**config.mk**
```make
export PLATFORM = sky130hd
export DESIGN_NAME = dcp
export DESIGN_NICKNAME = d
export VERILOG_FILES = /design/src/hw/dcp_pkg.sv /design/src/hw/dcp.sv /design/src/hw/dcp_mem_cmd.sv /design/src/hw/dcp_print.sv /design/src/hw/dcp_reg_cmd.sv /design/src/hw/dcp_scan.sv
export SDC_FILE = /design/constraint.sdc
export NUM_CORES = 1
export LEC_CHECK = 0
export ABC_AREA = 1
export ABC_CLOCK_PERIOD_IN_PS = 5400
export BUFFER_PORTS_ARGS = -buffer_cell sky130_fd_sc_hd__buf_2
export CAP_MARGIN = 30
export CORE_AREA = 2 2 130 132
export CTS_BUF_LIST = sky130_fd_sc_hd__clkbuf_4
export CTS_CLUSTER_DIAMETER = 150
export DETAILED_ROUTE_END_ITERATION = 12
export DIE_AREA = 0 0 132 134
export PLACE_DENSITY = 0.94
export SYNTH_ARGS = -nofsm -noshare
export SYNTH_HDL_FRONTEND = slang
export SYNTH_SLANG_ARGS = --single-unit
```
**constraint.sdc**
```tcl
create_clock -name clk -period 5.4 [get_ports clk]
set_clock_uncertainty 0.1 [all_clocks]
set_input_delay 0.54 -clock clk [delete_from_list [all_inputs] [get_ports clk]]
set_output_delay 0.54 -clock clk [all_outputs]
set_load 0.01 [all_outputs]
```
**src/hw/dcp_pkg.sv**
```systemverilog
package dcp_pkg;

    typedef logic [31:0] word_t;

    // what a scan or print request carries
    typedef enum logic {
        TOK_CHAR = 1'b0,
        TOK_WORD = 1'b1
    } tok_kind_e;

    // ascii command letters
    typedef enum logic [7:0] {
        CMD_D = 8'h44,
        CMD_E = 8'h45,
        CMD_R = 8'h52
    } cmd_e;

    typedef struct packed {
        logic      req;
        tok_kind_e kind;
    } scan_req_t;

    typedef struct packed {
        logic  ack;
        logic  err;    // bad hex digit seen
        word_t value;
    } scan_rsp_t;

    typedef struct packed {
        logic      req;
        tok_kind_e kind;
        word_t     value;
    } print_req_t;

    // wishbone classic master side
    typedef struct packed {
        logic  cyc;
        logic  stb;
        logic  we;
        word_t adr;
        word_t dat;
    } wb_req_t;

    typedef struct packed {
        logic  ack;
        word_t dat;
    } wb_rsp_t;

    localparam logic [7:0] CHAR_LF    = 8'h0A;
    localparam logic [7:0] CHAR_CR    = 8'h0D;
    localparam logic [7:0] CHAR_SPACE = 8'h20;
    localparam logic [7:0] CHAR_ERR   = 8'h3F;   // '?'

    localparam int REG_IDX_W = 5;

endpackage

```
**src/hw/dcp.sv**
```systemverilog
`timescale 1ns/10ps

module dcp (
    input  logic                          clk,
    input  logic                          rstn,
    input  logic [7:0]                    rx_data,
    input  logic                          rx_vld,
    output logic                          rx_rdy,
    output logic [7:0]                    tx_data,
    output logic                          tx_vld,
    input  logic                          tx_rdy,
    output dcp_pkg::wb_req_t              wb_req,
    input  dcp_pkg::wb_rsp_t              wb_rsp,
    output logic [dcp_pkg::REG_IDX_W-1:0] rf_idx,
    input  dcp_pkg::word_t                rf_data
);

    typedef enum logic [1:0] {
        D_IDLE,
        D_LETTER,
        D_RUN,
        D_REJECT
    } state_e;

    state_e              state;
    dcp_pkg::cmd_e       cmd_q;
    logic                start_mem;
    logic                start_reg;
    logic                mem_done;
    logic                reg_done;
    logic                run_done;
    logic                print_ack;
    logic                is_space;
    logic [7:0]          letter;
    dcp_pkg::scan_req_t  scan_req;
    dcp_pkg::scan_req_t  mem_scan;
    dcp_pkg::scan_req_t  reg_scan;
    dcp_pkg::scan_rsp_t  scan_rsp;
    dcp_pkg::print_req_t print_req;
    dcp_pkg::print_req_t mem_print;
    dcp_pkg::print_req_t reg_print;

    assign letter   = scan_rsp.value[7:0];
    assign is_space = (letter == dcp_pkg::CHAR_SPACE) || (letter == dcp_pkg::CHAR_CR) ||
                      (letter == dcp_pkg::CHAR_LF);
    assign run_done = (cmd_q == dcp_pkg::CMD_R) ? reg_done : mem_done;

    always_ff @(posedge clk or negedge rstn) begin
        if (!rstn) begin
            state     <= D_IDLE;
            cmd_q     <= dcp_pkg::CMD_D;
            start_mem <= 1'b0;
            start_reg <= 1'b0;
        end else begin
            start_mem <= 1'b0;
            start_reg <= 1'b0;
            case (state)
                D_IDLE: state <= D_LETTER;
                D_LETTER: begin
                    // whitespace keeps us here for the next byte
                    if (scan_rsp.ack && !is_space) begin
                        case (letter)
                            dcp_pkg::CMD_D, dcp_pkg::CMD_E: begin
                                start_mem <= 1'b1;
                                cmd_q     <= dcp_pkg::cmd_e'(letter);
                                state     <= D_RUN;
                            end
                            dcp_pkg::CMD_R: begin
                                start_reg <= 1'b1;
                                cmd_q     <= dcp_pkg::CMD_R;
                                state     <= D_RUN;
                            end
                            default: state <= D_REJECT;
                        endcase
                    end
                end
                D_RUN:    if (run_done) state <= D_IDLE;
                default:  if (print_ack) state <= D_IDLE;  // reject
            endcase
        end
    end

    // route the shared reader and writer
    always_comb begin
        scan_req  = '0;
        print_req = '0;
        case (state)
            D_LETTER: scan_req = '{req: 1'b1, kind: dcp_pkg::TOK_CHAR};
            D_REJECT: print_req = '{req: 1'b1, kind: dcp_pkg::TOK_CHAR,
                                    value: {24'h0, dcp_pkg::CHAR_ERR}};
            D_RUN: begin
                if (cmd_q == dcp_pkg::CMD_R) begin
                    scan_req  = reg_scan;
                    print_req = reg_print;
                end else begin
                    scan_req  = mem_scan;
                    print_req = mem_print;
                end
            end
            default: ;
        endcase
    end

    dcp_scan u_scan (
        .clk      (clk),
        .rstn     (rstn),
        .rx_data  (rx_data),
        .rx_vld   (rx_vld),
        .rx_rdy   (rx_rdy),
        .scan_req (scan_req),
        .scan_rsp (scan_rsp)
    );

    dcp_print u_print (
        .clk       (clk),
        .rstn      (rstn),
        .print_req (print_req),
        .print_ack (print_ack),
        .tx_data   (tx_data),
        .tx_vld    (tx_vld),
        .tx_rdy    (tx_rdy)
    );

    dcp_mem_cmd u_mem (
        .clk       (clk),
        .rstn      (rstn),
        .start     (start_mem),
        .cmd       (cmd_q),
        .done      (mem_done),
        .scan_req  (mem_scan),
        .scan_rsp  (scan_rsp),
        .print_req (mem_print),
        .print_ack (print_ack),
        .wb_req    (wb_req),
        .wb_rsp    (wb_rsp)
    );

    dcp_reg_cmd u_reg (
        .clk       (clk),
        .rstn      (rstn),
        .start     (start_reg),
        .done      (reg_done),
        .scan_req  (reg_scan),
        .scan_rsp  (scan_rsp),
        .print_req (reg_print),
        .print_ack (print_ack),
        .rf_idx    (rf_idx),
        .rf_data   (rf_data)
    );

endmodule

```
**src/hw/dcp_mem_cmd.sv**
```systemverilog
`timescale 1ns/10ps

module dcp_mem_cmd (
    input  logic                clk,
    input  logic                rstn,
    input  logic                start,
    input  dcp_pkg::cmd_e       cmd,
    output logic                done,
    output dcp_pkg::scan_req_t  scan_req,
    input  dcp_pkg::scan_rsp_t  scan_rsp,
    output dcp_pkg::print_req_t print_req,
    input  logic                print_ack,
    output dcp_pkg::wb_req_t    wb_req,
    input  dcp_pkg::wb_rsp_t    wb_rsp
);

    typedef enum logic [2:0] {
        M_IDLE,
        M_ADDR,
        M_DATA,
        M_BUS,
        M_PRINT,
        M_DONE
    } state_e;

    state_e             state;
    logic               write_q;   // E command
    logic               got;
    dcp_pkg::word_t     adr_q;
    dcp_pkg::word_t     dat_q;
    dcp_pkg::word_t     out_q;
    dcp_pkg::tok_kind_e out_kind;

    assign got  = scan_rsp.ack && scan_req.req;
    assign done = (state == M_DONE);

    assign scan_req  = '{req:  (state == M_ADDR) || (state == M_DATA),
                         kind: dcp_pkg::TOK_WORD};
    assign print_req = '{req: (state == M_PRINT), kind: out_kind, value: out_q};
    assign wb_req    = '{cyc: (state == M_BUS), stb: (state == M_BUS),
                         we: write_q, adr: adr_q, dat: dat_q};

    always_ff @(posedge clk or negedge rstn) begin
        if (!rstn) begin
            state   <= M_IDLE;
            write_q <= 1'b0;
        end else begin
            case (state)
                M_IDLE: begin
                    if (start) begin
                        write_q <= (cmd == dcp_pkg::CMD_E);
                        state   <= M_ADDR;
                    end
                end
                M_ADDR: begin
                    if (got) begin
                        if (scan_rsp.err)
                            state <= M_PRINT;
                        else if (write_q)
                            state <= M_DATA;
                        else
                            state <= M_BUS;
                    end
                end
                M_DATA: begin
                    if (got)
                        state <= scan_rsp.err ? M_PRINT : M_BUS;
                end
                M_BUS: begin
                    // cyc and stb drop the cycle after ack
                    if (wb_rsp.ack)
                        state <= write_q ? M_DONE : M_PRINT;
                end
                M_PRINT: begin
                    if (print_ack)
                        state <= M_DONE;
                end
                default: state <= M_IDLE;
            endcase
        end
    end

    always_ff @(posedge clk) begin
        if (got && state == M_ADDR)
            adr_q <= scan_rsp.value;
        if (got && state == M_DATA)
            dat_q <= scan_rsp.value;
        if (got && scan_rsp.err) begin
            out_kind <= dcp_pkg::TOK_CHAR;
            out_q    <= {24'h0, dcp_pkg::CHAR_ERR};
        end else if (state == M_BUS && wb_rsp.ack) begin
            out_kind <= dcp_pkg::TOK_WORD;
            out_q    <= wb_rsp.dat;
        end
    end

endmodule

```
**src/hw/dcp_print.sv**
```systemverilog
`timescale 1ns/10ps

module dcp_print (
    input  logic                clk,
    input  logic                rstn,
    input  dcp_pkg::print_req_t print_req,
    output logic                print_ack,
    output logic [7:0]          tx_data,
    output logic                tx_vld,
    input  logic                tx_rdy
);

    typedef enum logic [1:0] {
        P_IDLE,
        P_SEND,
        P_ACK
    } state_e;

    state_e             state;
    dcp_pkg::word_t     val;      // shifted left one digit per byte sent
    dcp_pkg::tok_kind_e kind_q;
    logic [3:0]         cnt;
    logic               last;

    assign last      = (kind_q == dcp_pkg::TOK_CHAR) || (cnt == 4'd8);
    assign tx_vld    = (state == P_SEND);
    assign print_ack = (state == P_ACK);

    always_comb begin
        if (kind_q == dcp_pkg::TOK_CHAR)
            tx_data = val[7:0];
        else if (cnt == 4'd8)
            tx_data = dcp_pkg::CHAR_LF;
        else if (val[31:28] < 4'd10)
            tx_data = {4'h3, val[31:28]};
        else
            tx_data = 8'h37 + {4'h0, val[31:28]};  // upper case A..F
    end

    always_ff @(posedge clk or negedge rstn) begin
        if (!rstn) begin
            state <= P_IDLE;
            cnt   <= 4'd0;
        end else begin
            case (state)
                P_IDLE: begin
                    cnt <= 4'd0;
                    if (print_req.req)
                        state <= P_SEND;
                end
                P_SEND: begin
                    if (tx_rdy) begin
                        if (last)
                            state <= P_ACK;
                        else
                            cnt <= cnt + 4'd1;
                    end
                end
                default: state <= P_IDLE;
            endcase
        end
    end

    always_ff @(posedge clk) begin
        if (state == P_IDLE && print_req.req) begin
            val    <= print_req.value;
            kind_q <= print_req.kind;
        end else if (tx_vld && tx_rdy) begin
            val <= {val[27:0], 4'h0};
        end
    end

endmodule

```
**src/hw/dcp_reg_cmd.sv**
```systemverilog
`timescale 1ns/10ps

module dcp_reg_cmd (
    input  logic                          clk,
    input  logic                          rstn,
    input  logic                          start,
    output logic                          done,
    output dcp_pkg::scan_req_t            scan_req,
    input  dcp_pkg::scan_rsp_t            scan_rsp,
    output dcp_pkg::print_req_t           print_req,
    input  logic                          print_ack,
    output logic [dcp_pkg::REG_IDX_W-1:0] rf_idx,
    input  dcp_pkg::word_t                rf_data
);

    typedef enum logic [1:0] {
        R_IDLE,
        R_IDX,
        R_PRINT,
        R_DONE
    } state_e;

    state_e             state;
    logic               got;
    dcp_pkg::word_t     out_q;
    dcp_pkg::tok_kind_e out_kind;

    assign got       = scan_rsp.ack && scan_req.req;
    assign done      = (state == R_DONE);
    assign rf_idx    = scan_rsp.value[dcp_pkg::REG_IDX_W-1:0];  // upper bits ignored
    assign scan_req  = '{req: (state == R_IDX), kind: dcp_pkg::TOK_WORD};
    assign print_req = '{req: (state == R_PRINT), kind: out_kind, value: out_q};

    always_ff @(posedge clk or negedge rstn) begin
        if (!rstn) begin
            state <= R_IDLE;
        end else begin
            case (state)
                R_IDLE:  if (start) state <= R_IDX;
                R_IDX:   if (got) state <= R_PRINT;
                R_PRINT: if (print_ack) state <= R_DONE;
                default: state <= R_IDLE;
            endcase
        end
    end

    // register file port is combinational, so capture on the same ack
    always_ff @(posedge clk) begin
        if (got) begin
            out_kind <= scan_rsp.err ? dcp_pkg::TOK_CHAR : dcp_pkg::TOK_WORD;
            out_q    <= scan_rsp.err ? {24'h0, dcp_pkg::CHAR_ERR} : rf_data;
        end
    end

endmodule

```
**src/hw/dcp_scan.sv**
```systemverilog
`timescale 1ns/10ps

module dcp_scan (
    input  logic               clk,
    input  logic               rstn,
    input  logic [7:0]         rx_data,
    input  logic               rx_vld,
    output logic               rx_rdy,
    input  dcp_pkg::scan_req_t scan_req,
    output dcp_pkg::scan_rsp_t scan_rsp
);

    typedef enum logic [1:0] {
        S_IDLE,
        S_RECV,
        S_ACK
    } state_e;

    state_e         state;
    dcp_pkg::word_t acc;
    logic           err_q;
    logic           have_digit;
    logic [4:0]     hex;        // bit 4 marks a valid digit
    logic           is_sep;
    logic           tok_end;

    function automatic logic [4:0] hex_val(input logic [7:0] c);
        logic [4:0] r;
        r = 5'h00;
        if (c >= 8'h30 && c <= 8'h39) begin
            r = {1'b1, c[3:0]};
        end else if ((c >= 8'h41 && c <= 8'h46) || (c >= 8'h61 && c <= 8'h66)) begin
            r = {1'b1, c[3:0] + 4'd9};  // same low nibble for both cases
        end
        return r;
    endfunction

    assign hex    = hex_val(rx_data);
    assign is_sep = (rx_data == dcp_pkg::CHAR_SPACE) || (rx_data == dcp_pkg::CHAR_CR) ||
                    (rx_data == dcp_pkg::CHAR_LF);
    assign rx_rdy = (state == S_RECV);

    // separators before the first digit are skipped
    assign tok_end = rx_vld && ((scan_req.kind == dcp_pkg::TOK_CHAR) ||
                                (!hex[4] && (have_digit || !is_sep)));

    assign scan_rsp = '{ack: (state == S_ACK), err: err_q, value: acc};

    always_ff @(posedge clk or negedge rstn) begin
        if (!rstn) begin
            state      <= S_IDLE;
            err_q      <= 1'b0;
            have_digit <= 1'b0;
        end else begin
            case (state)
                S_IDLE: begin
                    err_q      <= 1'b0;
                    have_digit <= 1'b0;
                    if (scan_req.req)
                        state <= S_RECV;
                end
                S_RECV: begin
                    if (rx_vld && scan_req.kind == dcp_pkg::TOK_WORD) begin
                        if (hex[4])
                            have_digit <= 1'b1;
                        else if (!is_sep)
                            err_q <= 1'b1;
                    end
                    if (tok_end)
                        state <= S_ACK;
                end
                default: state <= S_IDLE;
            endcase
        end
    end

    always_ff @(posedge clk) begin
        if (state == S_IDLE) begin
            acc <= '0;
        end else if (rx_rdy && rx_vld) begin
            if (scan_req.kind == dcp_pkg::TOK_CHAR)
                acc <= {24'h0, rx_data};
            else if (hex[4])
                acc <= {acc[27:0], hex[3:0]};  // keeps the last 8 digits
        end
    end

endmodule

```
* Word-level counts from Yosys, hierarchy flattened
Cells that the tools add are included.
** Storage, ports and cells
- Output and inout port bits :: 82
- Bits in registers :: 223
- Input bits :: 77
** Operators by class
- Reduce and logical (&&, ||, !) cells :: 51
- Equal/unequal tests :: 48
- Bitwise gates (word level) :: 2
- Magnitude comparators :: 7
- Add/sub/neg operators :: 3
- Muxes and demuxes :: 58
** Operators with widths (count)
- $mux W32 :: 4
- $pmux W34 S2 :: 1
- $eq A8 B7 Y1 const B :: 5
- $mux W34 :: 1
- $eq A8 B4 Y1 const B :: 4
- $ne A2 B2 Y1 const B :: 16
- $mux W2 :: 12
- $mux W8 :: 3
- $mux W3 :: 7
- $reduce_and A3 Y1 :: 6
- $eq A8 B6 Y1 const B :: 2
- $ge A8 B7 Y1 const B :: 2
- $le A8 B7 Y1 const B :: 2
- $logic_and A1 B1 Y1 :: 16
- $mux W1 :: 16
- $pmux W8 S2 :: 1
- $pmux W3 S5 :: 1
- $eq A2 B2 Y1 const B :: 6
- $pmux W2 S2 :: 3
- $pmux W2 S3 :: 2
- $mux W5 :: 2
- $ne A2 B1 Y1 const B :: 5
- $logic_or A1 B1 Y1 :: 9
- $eq A2 B1 Y1 const B :: 4
- 24 further kinds :: 39

* Depth between registers and ports, before layout
Gate-level depths: netlist of run 1.
- Depth after elaboration :: 11
- Depth in mapped cells :: 12
- Gate-level depth less buffers :: 12

* Hierarchy
From an unflattened synthesis of run 1, not the netlist that was laid out.
** Second synthesis, totals
- Cell total of the unflattened synthesis :: 1205
- Area total of the unflattened synthesis :: 10326.2 um^2
** By module, submodules not included
- dcp_mem_cmd :: cells each 328, seq. area each 2682.6 um^2, area each 3662.3 um^2, times used 1
- dcp_print :: cells each 219, seq. area each 1141.1 um^2, area each 1939.4 um^2, times used 1
- dcp_scan :: cells each 285, seq. area each 740.7 um^2, area each 1839.3 um^2, times used 1
- dcp_reg_cmd :: cells each 132, seq. area each 1041.0 um^2, area each 1501.4 um^2, times used 1
- dcp :: cells each 241, seq. area each 302.8 um^2, area each 1383.8 um^2, times used 1

* Worst setup path after synthesis of run 1
No wires, ideal clock.
- Kind :: register to register
- From :: reg u_print.state[1]
- To :: reg u_print.val[0], enable pin
- Cell stages (with the launch flop) :: 4
- Data arrival time :: 3.105 ns
- Path buffers :: 0
- Library setup time :: 0.466 ns
- Path slack :: 1.729 ns
- Data required time :: 4.834 ns
- Path through :: dfrtp_1 -> nor2_1 -> inv_1 -> o21ai_0
** On the way
- Longest elaborated chain between the ends :: 3
- Elaborated cells between the ends (all ways) :: 5
- Those cells by class :: eq/ne (1); reduce/logical (4)
** Ends and longest elaborated chain
- start, declared :: RTL line dcp_print.sv:19 : state_e state;
- start signal, assigned :: RTL line dcp_print.sv:42 : state <= P_IDLE;
- start signal, assigned :: RTL line dcp_print.sv:49 : state <= P_SEND;
- start signal, assigned :: RTL line dcp_print.sv:54 : state <= P_ACK;
- $eq A2 B1 Y1 :: RTL line dcp_print.sv:26 : assign tx_vld = (state == P_SEND);
- named net tx_vld :: RTL line dcp.sv:10 : output logic tx_vld,
- $logic_and A1 B1 Y1 :: RTL line dcp_print.sv:68 : end else if (tx_vld && tx_rdy) begin
- $reduce_bool A2 Y1 (no source line)
- end signal, assigned :: RTL line dcp_print.sv:66 : val <= print_req.value;
- end signal, assigned :: RTL line dcp_print.sv:69 : val <= {val[27:0], 4'h0};
- end, declared :: RTL line dcp_print.sv:20 : dcp_pkg::word_t val;
The timed path passes the listed nets, and every way through them passes these cells.
A chain may end at the register's enable or synchronous reset.

* Worst setup path after layout of run 1
- From :: reg cmd_q[6]
- To :: reg u_print.val[15], enable pin
** On the way
- Longest elaborated chain between the ends :: 5
** Ends and longest elaborated chain
- start, declared :: RTL line dcp.sv:26 : dcp_pkg::cmd_e cmd_q;
- start signal, assigned :: RTL line dcp.sv:51 : cmd_q <= dcp_pkg::CMD_D;
- start signal, assigned :: RTL line dcp.sv:65 : cmd_q <= dcp_pkg::cmd_e'(letter);
- start signal, assigned :: RTL line dcp.sv:70 : cmd_q <= dcp_pkg::CMD_R;
- $eq A8 B7 Y1 :: RTL line dcp.sv:92 : if (cmd_q == dcp_pkg::CMD_R) begin
- $mux W34 :: RTL line dcp.sv:92
- $pmux W34 S2 :: RTL line dcp.sv:87 : case (state)
- $logic_and A1 B1 Y1 :: RTL line dcp_print.sv:65 : if (state == P_IDLE && print_req.req) begin
- $reduce_bool A2 Y1 (no source line)
Every way passes these cells.

==> impl_results.md, run 1 <==
- Period Utilization, post-route: between 60% and 70%
- Origin of the worst min-delay path: rf_data[3]
- CTS Root Buffer Type: clkbuf_4
- Post-DP HPWL: around 15000 um
- Global-route wire length before repair: ~38000 um
- Commonest register cell after synthesis: edfxtp_1
- Count of nets after finishing: 1435
- Cells taking the most area after synthesis: edfxtp_1, nand2_1, dfxtp_1
- Slew @ Worst Pin: 1.00 ns
- Number of hold-repair buffers added at the cts stage: 3
- Endpoint with the worst hold slack: u_reg.out_q[3]
- Cell repeated most along the worst path: nand2_2
- Cell count after placement: about 1500
- Floorplan row count: 47
- DRT iter0 DRCs: between 1000 and 1500
- Pin count of the biggest net entering global routing: 76
- Leakage power: 5.59 nW
- Worst R2R End: u_print.val[15]
- DRC violations left: 0
- Critical Path Sink Type: register
- Post-layout instance count excluding filler cells: around 1600
- Vias in the first global route: between 8000 and 9000
- Area of placed instances: about 0.011 mm2
- Worst Path Required: 5.57 ns
- Unrepaired setup endpoints after global routing: no
- Effective utilization at floorplan: 62.3%
- Yosys synthesis warning count: 0
- Final Critical Period: between 3 and 4 ns
- Routability Congestion: 0.906
- Origin of the critical flop-to-flop path: cmd_q[6]
- Antenna violations before repair: 2
- Global route total overflow: 0
- Area growth from synthesis to final layout: 15.6%
- Class of the tightest hold or removal check: input port to register
- Avg WL per Cell: 15.0 um
- Total number of clock tree sinks: 223
- Die height: 134 um
- Chip width: 132 um
- Arrival time worst endpoint: 3.71 ns
- Register area share after synthesis: 58.3%
- Rel. slew slack: between 30% and 40%
- Clock latency on the worst-skew pair: 0.67 ns
- Cell area after synthesis: between 0.01 and 0.015 mm2
- Mean Syn Cell Area: 8.67 um2
- Post-route ant nets: 0
- Cell depth of the worst hold path: 2
- Synth area leader: edfxtp_1
- Synth Net Count: 1262
- Clock-pin slew on the worst setup and hold paths: 0.08 ns
- Max-Cap Viols: 0
- Number of different library cells in the post-synthesis netlist: 34
- Post-CTS setup buffer count: 0
- Worst voltage drop across the vdd grid: 0.000236 V
- Most common library cells after synthesis: nand2_1, nor2_1, inv_1, edfxtp_1, dfxtp_1
- Max-slew violation count: 0
- Number of buffers between clock root and the deepest sink: 3
- Tot GR Track Use: 26.7%
- Final hold viol count: 0
- Post-detailed-routing wire length: 24100 um
- Worst Setup Path Type: register to register
- #FFs+latches synth: 223
- Count of buffers from port buffering: ~160
- Critical path startpoint category: register
- Fillcell total: 1057
- Sum of negative setup slack: 0 ns
- Final worst hold slack: 0.0339 ns
- Count of TritonRoute iterations in the first routing pass: 7
- Post-cts resize count: 0
- Top-Level Pins: 159
- Count leader, synth: nand2_1
- Clock tree from TritonCTS: built
- Slowest library cell on the worst path: nand2_2
- Count of flip-flops with a built-in enable after synthesis: 130
- Vias per std cell: 5.31
- Status: finished, final reports clean
- Portion of synthesized cell area occupied by the leading cell type: 38.5%
- CTS H-Tree Depth: 2
- Biggest fanout along the worst timing path: 67
- CP Cell Sequence: nand2_1 > nor2_4 > nand2_2 > buf_4 > nand2_1 > nand3_1 > nand2_2 > nand2_2 > o21ai_2 > buf_4
- Via total after detailed routing: 8548
- Layout cell share with drive strength beyond 1: 21.3%
- Final setup violation count: 0
- Number of cells traversed by the worst register-to-register path: 10
- Worst reg-to-reg setup slack: roughly 1.9 ns
- Core box area: 0.0163 mm2
- CP peak stage delay: 0.55 ns
- Achievable frequency: 0.283 GHz
- Ys async rst share: 12.6%
- Cell count after synthesis: 1169
- Total die area: 0.0177 mm2
- Number of buffers added by the clock tree synthesis step: 53
- Power per cell area: 445 mW/mm2
- Design Area, Final: 0.0117 mm2
cells by family after synthesis:
logic type	after synthesis	synth area share [%]
buffers and inverters	214	9.44
AO/OA/AOI/OAI	88	4.70
multiplexers	1	0.111
flip-flops	223	58.3
AND/OR/NAND/NOR	626	25.4
XOR/XNOR	1	0.0864
adder cells (fa/ha/maj)	16	1.97
through the flow:
step,power (mW),setup WS (ns),util (%)
CTS,5.16,1.93,71.8
global route,5.52,1.63,72.0
finish,5.22,1.87,72.0
global placement,3.66,2.11,67.1
floorplan,3.42,1.73,-
detailed placement,3.76,2.02,67.3
final cells by class:
cell class,instances,area [um2],share of cell area [%]
antenna,2,5.00,0.0427
clock buffer,81,608,5.19
clock inverter,19,90.1,0.769
inverter,161,607,5.18
multi-input combinational,732,3290,28.1
sequential,223,5910,50.4
tap,220,275,2.35
timing repair buffer,171,936,7.98
critical path: cells and delay by family (launching register included):
kind | cells | cell delay, ns
AND/OR/NAND/NOR | 7 | 1.59
buffers and inverters | 2 | 0.72
flip-flops | 1 | 0.53
AO/OA/AOI/OAI | 1 | 0.17
power by group:
group | leakage (nW) | switching, mW | internal [mW]
sequential | 2.10 | 0.169 | 2.18
combinational | 3.08 | 1.03 | 0.469
clock | 0.411 | 0.675 | 0.693
total | 5.59 | 1.87 | 3.35
cells in the final DEF (no fill, tap or decap), types with 8 or more instances in the layout:
cell type	instances
buf_4	8
nor2_1	175
buf_2	158
nand3_1	52
nand3_2	12
nand2_1	352
a21oi_1	19
inv_1	156
edfxtp_1	130
o211ai_1	12
o21ai_0	53
nand4_1	8
clkinv_1	14
clkbuf_4	81
dfxtp_1	65
ha_1	15
dfrtp_1	26
routing by layer:
metal  vias up  share of wire, %  GRT usage, %
met4         0               4.0          12.9
met2       506                48          44.6
met1      3888                38          32.9
met3        97               9.0          6.16
li1       4057                 -             -
met5         -                 0             0
worst max path at each step:
stage / startpoint / end / slack [ns] / cells after the start
after floorplan: u_print.state[1] / u_print.val[0] / 1.73 / 3
after global placement: cmd_q[6] / u_print.val[16] / 2.11 / 10
after detailed placement: cmd_q[6] / u_print.val[16] / 2.02 / 10
after CTS: cmd_q[6] / u_print.val[15] / 1.93 / 10
after global routing: cmd_q[6] / u_print.val[19] / 1.63 / 10
final: cmd_q[6] / u_print.val[15] / 1.87 / 10
Power figures use the tool's default switching activity.
==> run 2: changes to the inputs <==
- ABC_CLOCK_PERIOD_IN_PS: 5400 -> 2800
- CORE_AREA: 2 2 130 132 -> 2 2 142 144
- DIE_AREA: 0 0 132 134 -> 0 0 144 146
- PLACE_DENSITY: 0.94 -> 0.84
- clock period: 5.4 -> 2.8 ns (I/O delays scaled with it)
==> impl_results.md, run 2 (synthesis results as in run 1) <==
- Status: finished, final reports clean
- Final worst hold slack: 0.0657 ns
- Core box area: 0.0193 mm2
- Total die area: 0.0210 mm2
- DRT iter0 DRCs: 911
- Worst Path Required: 2.42 ns
- CP Launch Point: u_print.cnt[0]
- Vias per std cell: 5.20
- Antenna violations before repair: 2
- Slew @ Worst Pin: 0.674 ns
- Clock latency on the worst-skew pair: 0.69 ns
- Commonest cells after routing, fill and taps aside: nand2_1, nor2_1, buf_2
- Final hold viol count: 0
- Design Area, Final: 0.0126 mm2
- Area growth from synthesis to final layout: 24.2%
- Global route total overflow: 0
- Count of buffers from port buffering: 158
- Power per cell area: 830 mW/mm2
- Most frequent standard cell in the layout excluding fill and tap cells: nand2_1
- Period Utilization, post-route: 88.3%
- Max-Cap Viols: 0
- Number of cells traversed by the worst register-to-register path: 7
- Unrepaired setup endpoints after global routing: no
- Clock tree from TritonCTS: built
- Post-detailed-routing wire length: 27000 um
- Count of nets after finishing: 1517
- Avg WL per Cell: ~16 um
- Vias in the first global route: 8615
- Total number of clock tree sinks: 223
- Die height: 146 um
- Critical path startpoint category: register
- Worst Setup Path Type: register to output pin
- Biggest fanout along the worst timing path: 8
- CTS Root Buffer Type: clkbuf_4
- CTS H-Tree Depth: 2
- Area of placed instances: 0.0110 mm2
- Chip width: around 140 um
- Floorplan row count: between 50 and 60
- Final setup violation count: 0
- Number of buffers added by the clock tree synthesis step: 55
- Global-route wire length before repair: 42400 um
- Achievable frequency: 0.404 GHz
- Routability Congestion: 0.859
- Worst reg-to-reg setup slack: ~0.53 ns
- Count of TritonRoute iterations in the first routing pass: 6
- Via total after detailed routing: 9039
- Fillcell total: ~1400
- Post-CTS setup buffer count: 0
- Setup ws final: 0.327 ns
- DRC violations left: 0
- Max-slew violation count: 0
- Final Critical Period: 2.47 ns
- Leakage power: 5.96 nW
- Arrival time worst endpoint: 2.09 ns
- Top-Level Pins: 159
- Rel. slew slack: 55.1%
- Post-route ant nets: 0
- Clock-pin slew on the worst setup and hold paths: 0.07 ns
- Origin of the critical flop-to-flop path: state[0]
- Tot GR Track Use: between 20% and 30%
- Number of buffers between clock root and the deepest sink: 3
- Class of the tightest hold or removal check: input port to async pin
- Worst voltage drop across the vdd grid: ~0.00040 V
- Pin count of the biggest net entering global routing: 53
- Sum of negative setup slack: 0 ns
- Critical Path Sink Type: output pin
- Pre-CTS setup slack: between 0.6 and 0.7 ns
- Worst R2R End: u_scan.state[1]
- Post-DP HPWL: 15300 um
- Layout cell share with drive strength beyond 1: 20.9%
- Effective utilization at floorplan: 52.4%
-- run 2: changes by cell type in the layout (fill, tap and decap cells not counted), moves of 2 or more --
cell	delta
buf_16	-2
buf_4	+8
clkbuf_4	+6
clkinv_1	-2
dlygate4sd3_1	+74
-- run 2: worst max path at each step --
stage                           to  slack [ns]  cells after the start
finish                  tx_data[0]        0.33                      8
global route            tx_data[0]        0.09                      8
CTS                     tx_data[0]        0.23                      8
detailed placement  u_scan.acc[13]        0.65                     11
global placement    u_scan.acc[25]        0.78                     11
floorplan           u_reg.out_kind        0.17                      4
-- run 2: what timing repair did --
item	in CTS	in global routing
endpoints found under the hold margin	110	0
endpoints found under the setup margin	0	1
hold buffers	77	0
gates resized for setup	0	1
-- run 2: metal layers --
layer / global-route usage, % / vias to the layer above / routed length (um)
met2: 40.7 / 574 / 12800
met5: 0 / - / 0
li1: - / 4214 / -
met3: 6.22 / 147 / 2370
met1: 31.1 / 4104 / 10200
met4: 15.7 / 0 / 1710
-- run 2: through the flow --
stage	total power, mW	util [%]	instances
floorplan	6.59	-	1169
global placement	7.16	57.1	1555
detailed placement	7.32	57.1	1555
CTS	10.2	65.1	1736
global route	11.1	65.1	1738
finish	10.5	65.1	1739
-- run 2: where the power goes --
group / total [mW] / leakage (nW) / internal (mW) / switching [mW]
Sequential: 4.53 / 2.10 / 4.21 / 0.320
Clock: 2.90 / 0.451 / 1.52 / 1.38
Combinational: 3.03 / 3.40 / 0.975 / 2.06
Total: 10.5 / 5.96 / 6.71 / 3.75
-- run 2: final cells by class --
cell class                      instances  area (um2)  area share, %
Clock buffer                           87         653           5.19
Tap cell                              265         332           2.63
Clock inverter                         17         114          0.904
Antenna cell                            3        7.51         0.0596
Multi-Input combinational cell        732        3290           26.1
Inverter                              161         607           4.82
Sequential cell                       223        5910           46.9
Timing Repair Buffer                  251        1680           13.4
-- run 2: worst max-delay path: stages (launching register included) --
cell and delay [ns]:
dfrtp_1 0.38, inv_1 0.08, ha_1 0.20, nand3_1 0.09, nand2_1 0.10, inv_2 0.14
o21ai_0 0.09, o21ai_0 0.17, buf_2 0.17
==> run 3: changes to the inputs <==
- ABC_CLOCK_PERIOD_IN_PS: 2800 -> 2620
- BUFFER_PORTS_ARGS: -buffer_cell sky130_fd_sc_hd__buf_2 -> not set
- CORE_AREA: 2 2 142 144 -> 2 2 128 130
- DIE_AREA: 0 0 144 146 -> 0 0 130 132
- DONT_BUFFER_PORTS: not set -> 1
- PLACE_DENSITY: 0.84 -> 0.87
- clock period: 2.8 -> 2.62 ns (I/O delays scaled with it)
==> impl_results.md, run 3 (synthesis results as in run 1) <==
- Class of the tightest hold or removal check: input port to async pin
- Slew @ Worst Pin: around 0.82 ns
- Leakage power: 5.34 nW
- Post-detailed-routing wire length: 25800 um
- Final setup violation count: 0
- Clock tree from TritonCTS: built
- Sw Pwr: 3.94 mW
- Number of buffers between clock root and the deepest sink: 3
- Sequential cell area in the final layout: 0.00591 mm2
- Vias per std cell: roughly 5.5
- Multi-input logic area: 0.00330 mm2
- Number of buffers added by the clock tree synthesis step: 52
- Area growth from synthesis to final layout: 16.6%
- Critical Path Sink Type: register
- Post-DP HPWL: 14200 um
- Sum of negative setup slack: 0 ns
- Clock power share: 26.4%
- Total number of clock tree sinks: 223
- Period Utilization, post-route: between 90 and 100%
- Status: finished, final reports clean
- Layout cell share with drive strength beyond 1: 10.8%
- Final core utilization: around three quarters
- Via total after detailed routing: 8489
- Portion of total power attributed to combinational logic: 29.0%
- Count of TritonRoute iterations in the first routing pass: 9
- Clock latency on the worst-skew pair: approximately 0.7 ns
- Final hold viol count: 0
- Biggest fanout along the worst timing path: 45
- DRC violations left: 0
- Power per cell area: 924 mW/mm2
- Fillcell total: 922
- Antenna violations before repair: 0
- Clock-pin slew on the worst setup and hold paths: about 0.08 ns
- CTS H-Tree Depth: 2
- Design Area, Final: between 0.01 and 0.015 mm2
- Tot GR Track Use: 30.6%
- Floorplan row count: 46
- Count of nets after finishing: 1366
- Worst voltage drop across the vdd grid: 0.000564 V
- Chip width: 130 um
- Proportion of total power due to net switching: 36.1%
- Worst Setup Path Type: register to register
- Pre-CTS setup slack: 0.504 ns
- Routability Congestion: 0.895
- Max-Cap Viols: 0
- Internal power contribution: 6.99 mW
- Commonest cells after routing, fill and taps aside: nand2_1, nor2_1, inv_1
- Achievable frequency: 0.410 GHz
- Number of cells traversed by the worst register-to-register path: 10
- Global-route wire length before repair: about 41000 um
- Post-CTS setup buffer count: 0
- Pin count of the biggest net entering global routing: 67
- Global route total overflow: 0
- Power after layout: 10.9 mW
- Avg WL per Cell: approximately 17 um
- Arrival time worst endpoint: 2.97 ns
- Critical path startpoint category: register
- Rel. slew slack: 45.0%
- Worst Path Required: 3.15 ns
- Total die area: around 0.017 mm2
- Vias in the first global route: 8098
- Max-slew violation count: 0
- CTS Root Buffer Type: clkbuf_4
- Setup ws final: 0.181 ns
- Unrepaired setup endpoints after global routing: no
- Core box area: 0.0157 mm2
- Post-route ant nets: 0
- Most frequent standard cell in the layout excluding fill and tap cells: nand2_1
- Die height: 132 um
- DRT iter0 DRCs: approximately 960
- Area of placed instances: 0.0102 mm2
- Final Critical Period: 2.44 ns
- Seq pwr share: 44.6%
- Top-Level Pins: 159
- Effective utilization at floorplan: 64.5%
- Count of buffers from port buffering: 0
==> run 3: changes by cell type in the layout (fill, tap and decap cells not counted), sizes merged <==
cell,before,now
clkinv,16,19
diode,3,1
clkinvlp,1,0
dlygate4sd3,77,86
buf,174,17
clkbuf,87,78
inv,160,161
==> run 3: worst paths after layout <==
kind / startpoint / to / slack, ns
worst max-delay path: state[0] / u_scan.acc[1] / 0.18
worst min-delay path: rstn / u_scan.have_digit / 0.04
worst max register to register: state[0] / u_scan.acc[1] / 0.18
worst min register to register: cmd_q[6] / cmd_q[6] / 0.36
max in group asynchronous: rstn / state[0] / 2.18
min in group clk: wb_rsp[32] / u_mem.out_q[0] / 0.04
==> run 3: critical path, cell delays in order (launching register included) <==
cell and delay [ns]:
dfrtp_1 0.43, inv_1 0.11, ha_2 0.26, buf_4 0.42, nand2_1 0.19, nor2_1 0.12, nand2_1 0.06, nand2_1 0.05
dlygate4sd3_1 0.54, nor2_1 0.04, nor2_1 0.08
==> run 3: layer usage <==
layer,wire length (um),vias up,track usage [%]
met2,12500,557,49.3
met4,1140,0,12.7
met3,2480,121,7.59
met5,0,-,0
li1,-,3920,-
met1,9680,3891,39.6
==> run 3: power by group through the flow <==
stage	logic (mW)	registers, mW	clock network (mW)
4_1_cts	2.95	4.84	2.87
3_5_place_dp	2.76	4.91	0
5_1_grt	3.53	4.93	3.10
3_3_place_gp	2.64	4.88	0
6_report	3.17	4.88	2.89
2_1_floorplan	2.24	4.81	0
==> run 3: repair_timing <==
| item | 4_1_cts | 5_1_grt |
|---|---|---|
| endpoints found under the hold margin | 110 | 0 |
| hold buffers | 88 | 0 |
| gates resized for setup | 1 | 2 |
| endpoints found under the setup margin | 1 | 1 |
==> run 3: cell type report <==
type | instances | share of cell area, %
multi-input combinational | 732 | 27.9
clock buffer | 78 | 4.95
clock inverter | 20 | 0.995
tap | 216 | 2.29
inverter | 161 | 5.13
sequential | 223 | 50.0
antenna | 1 | 0.0212
timing repair buffer | 103 | 8.78
==> run 3: through the flow <==
step | hold WS (ns) | std cells
after detailed placement | -0.133 | 1347
after global routing | 0.0447 | 1533
after floorplan | -0.134 | 1169
final | 0.0359 | 1534
after CTS | 0.000522 | 1533
after global placement | -0.132 | 1347
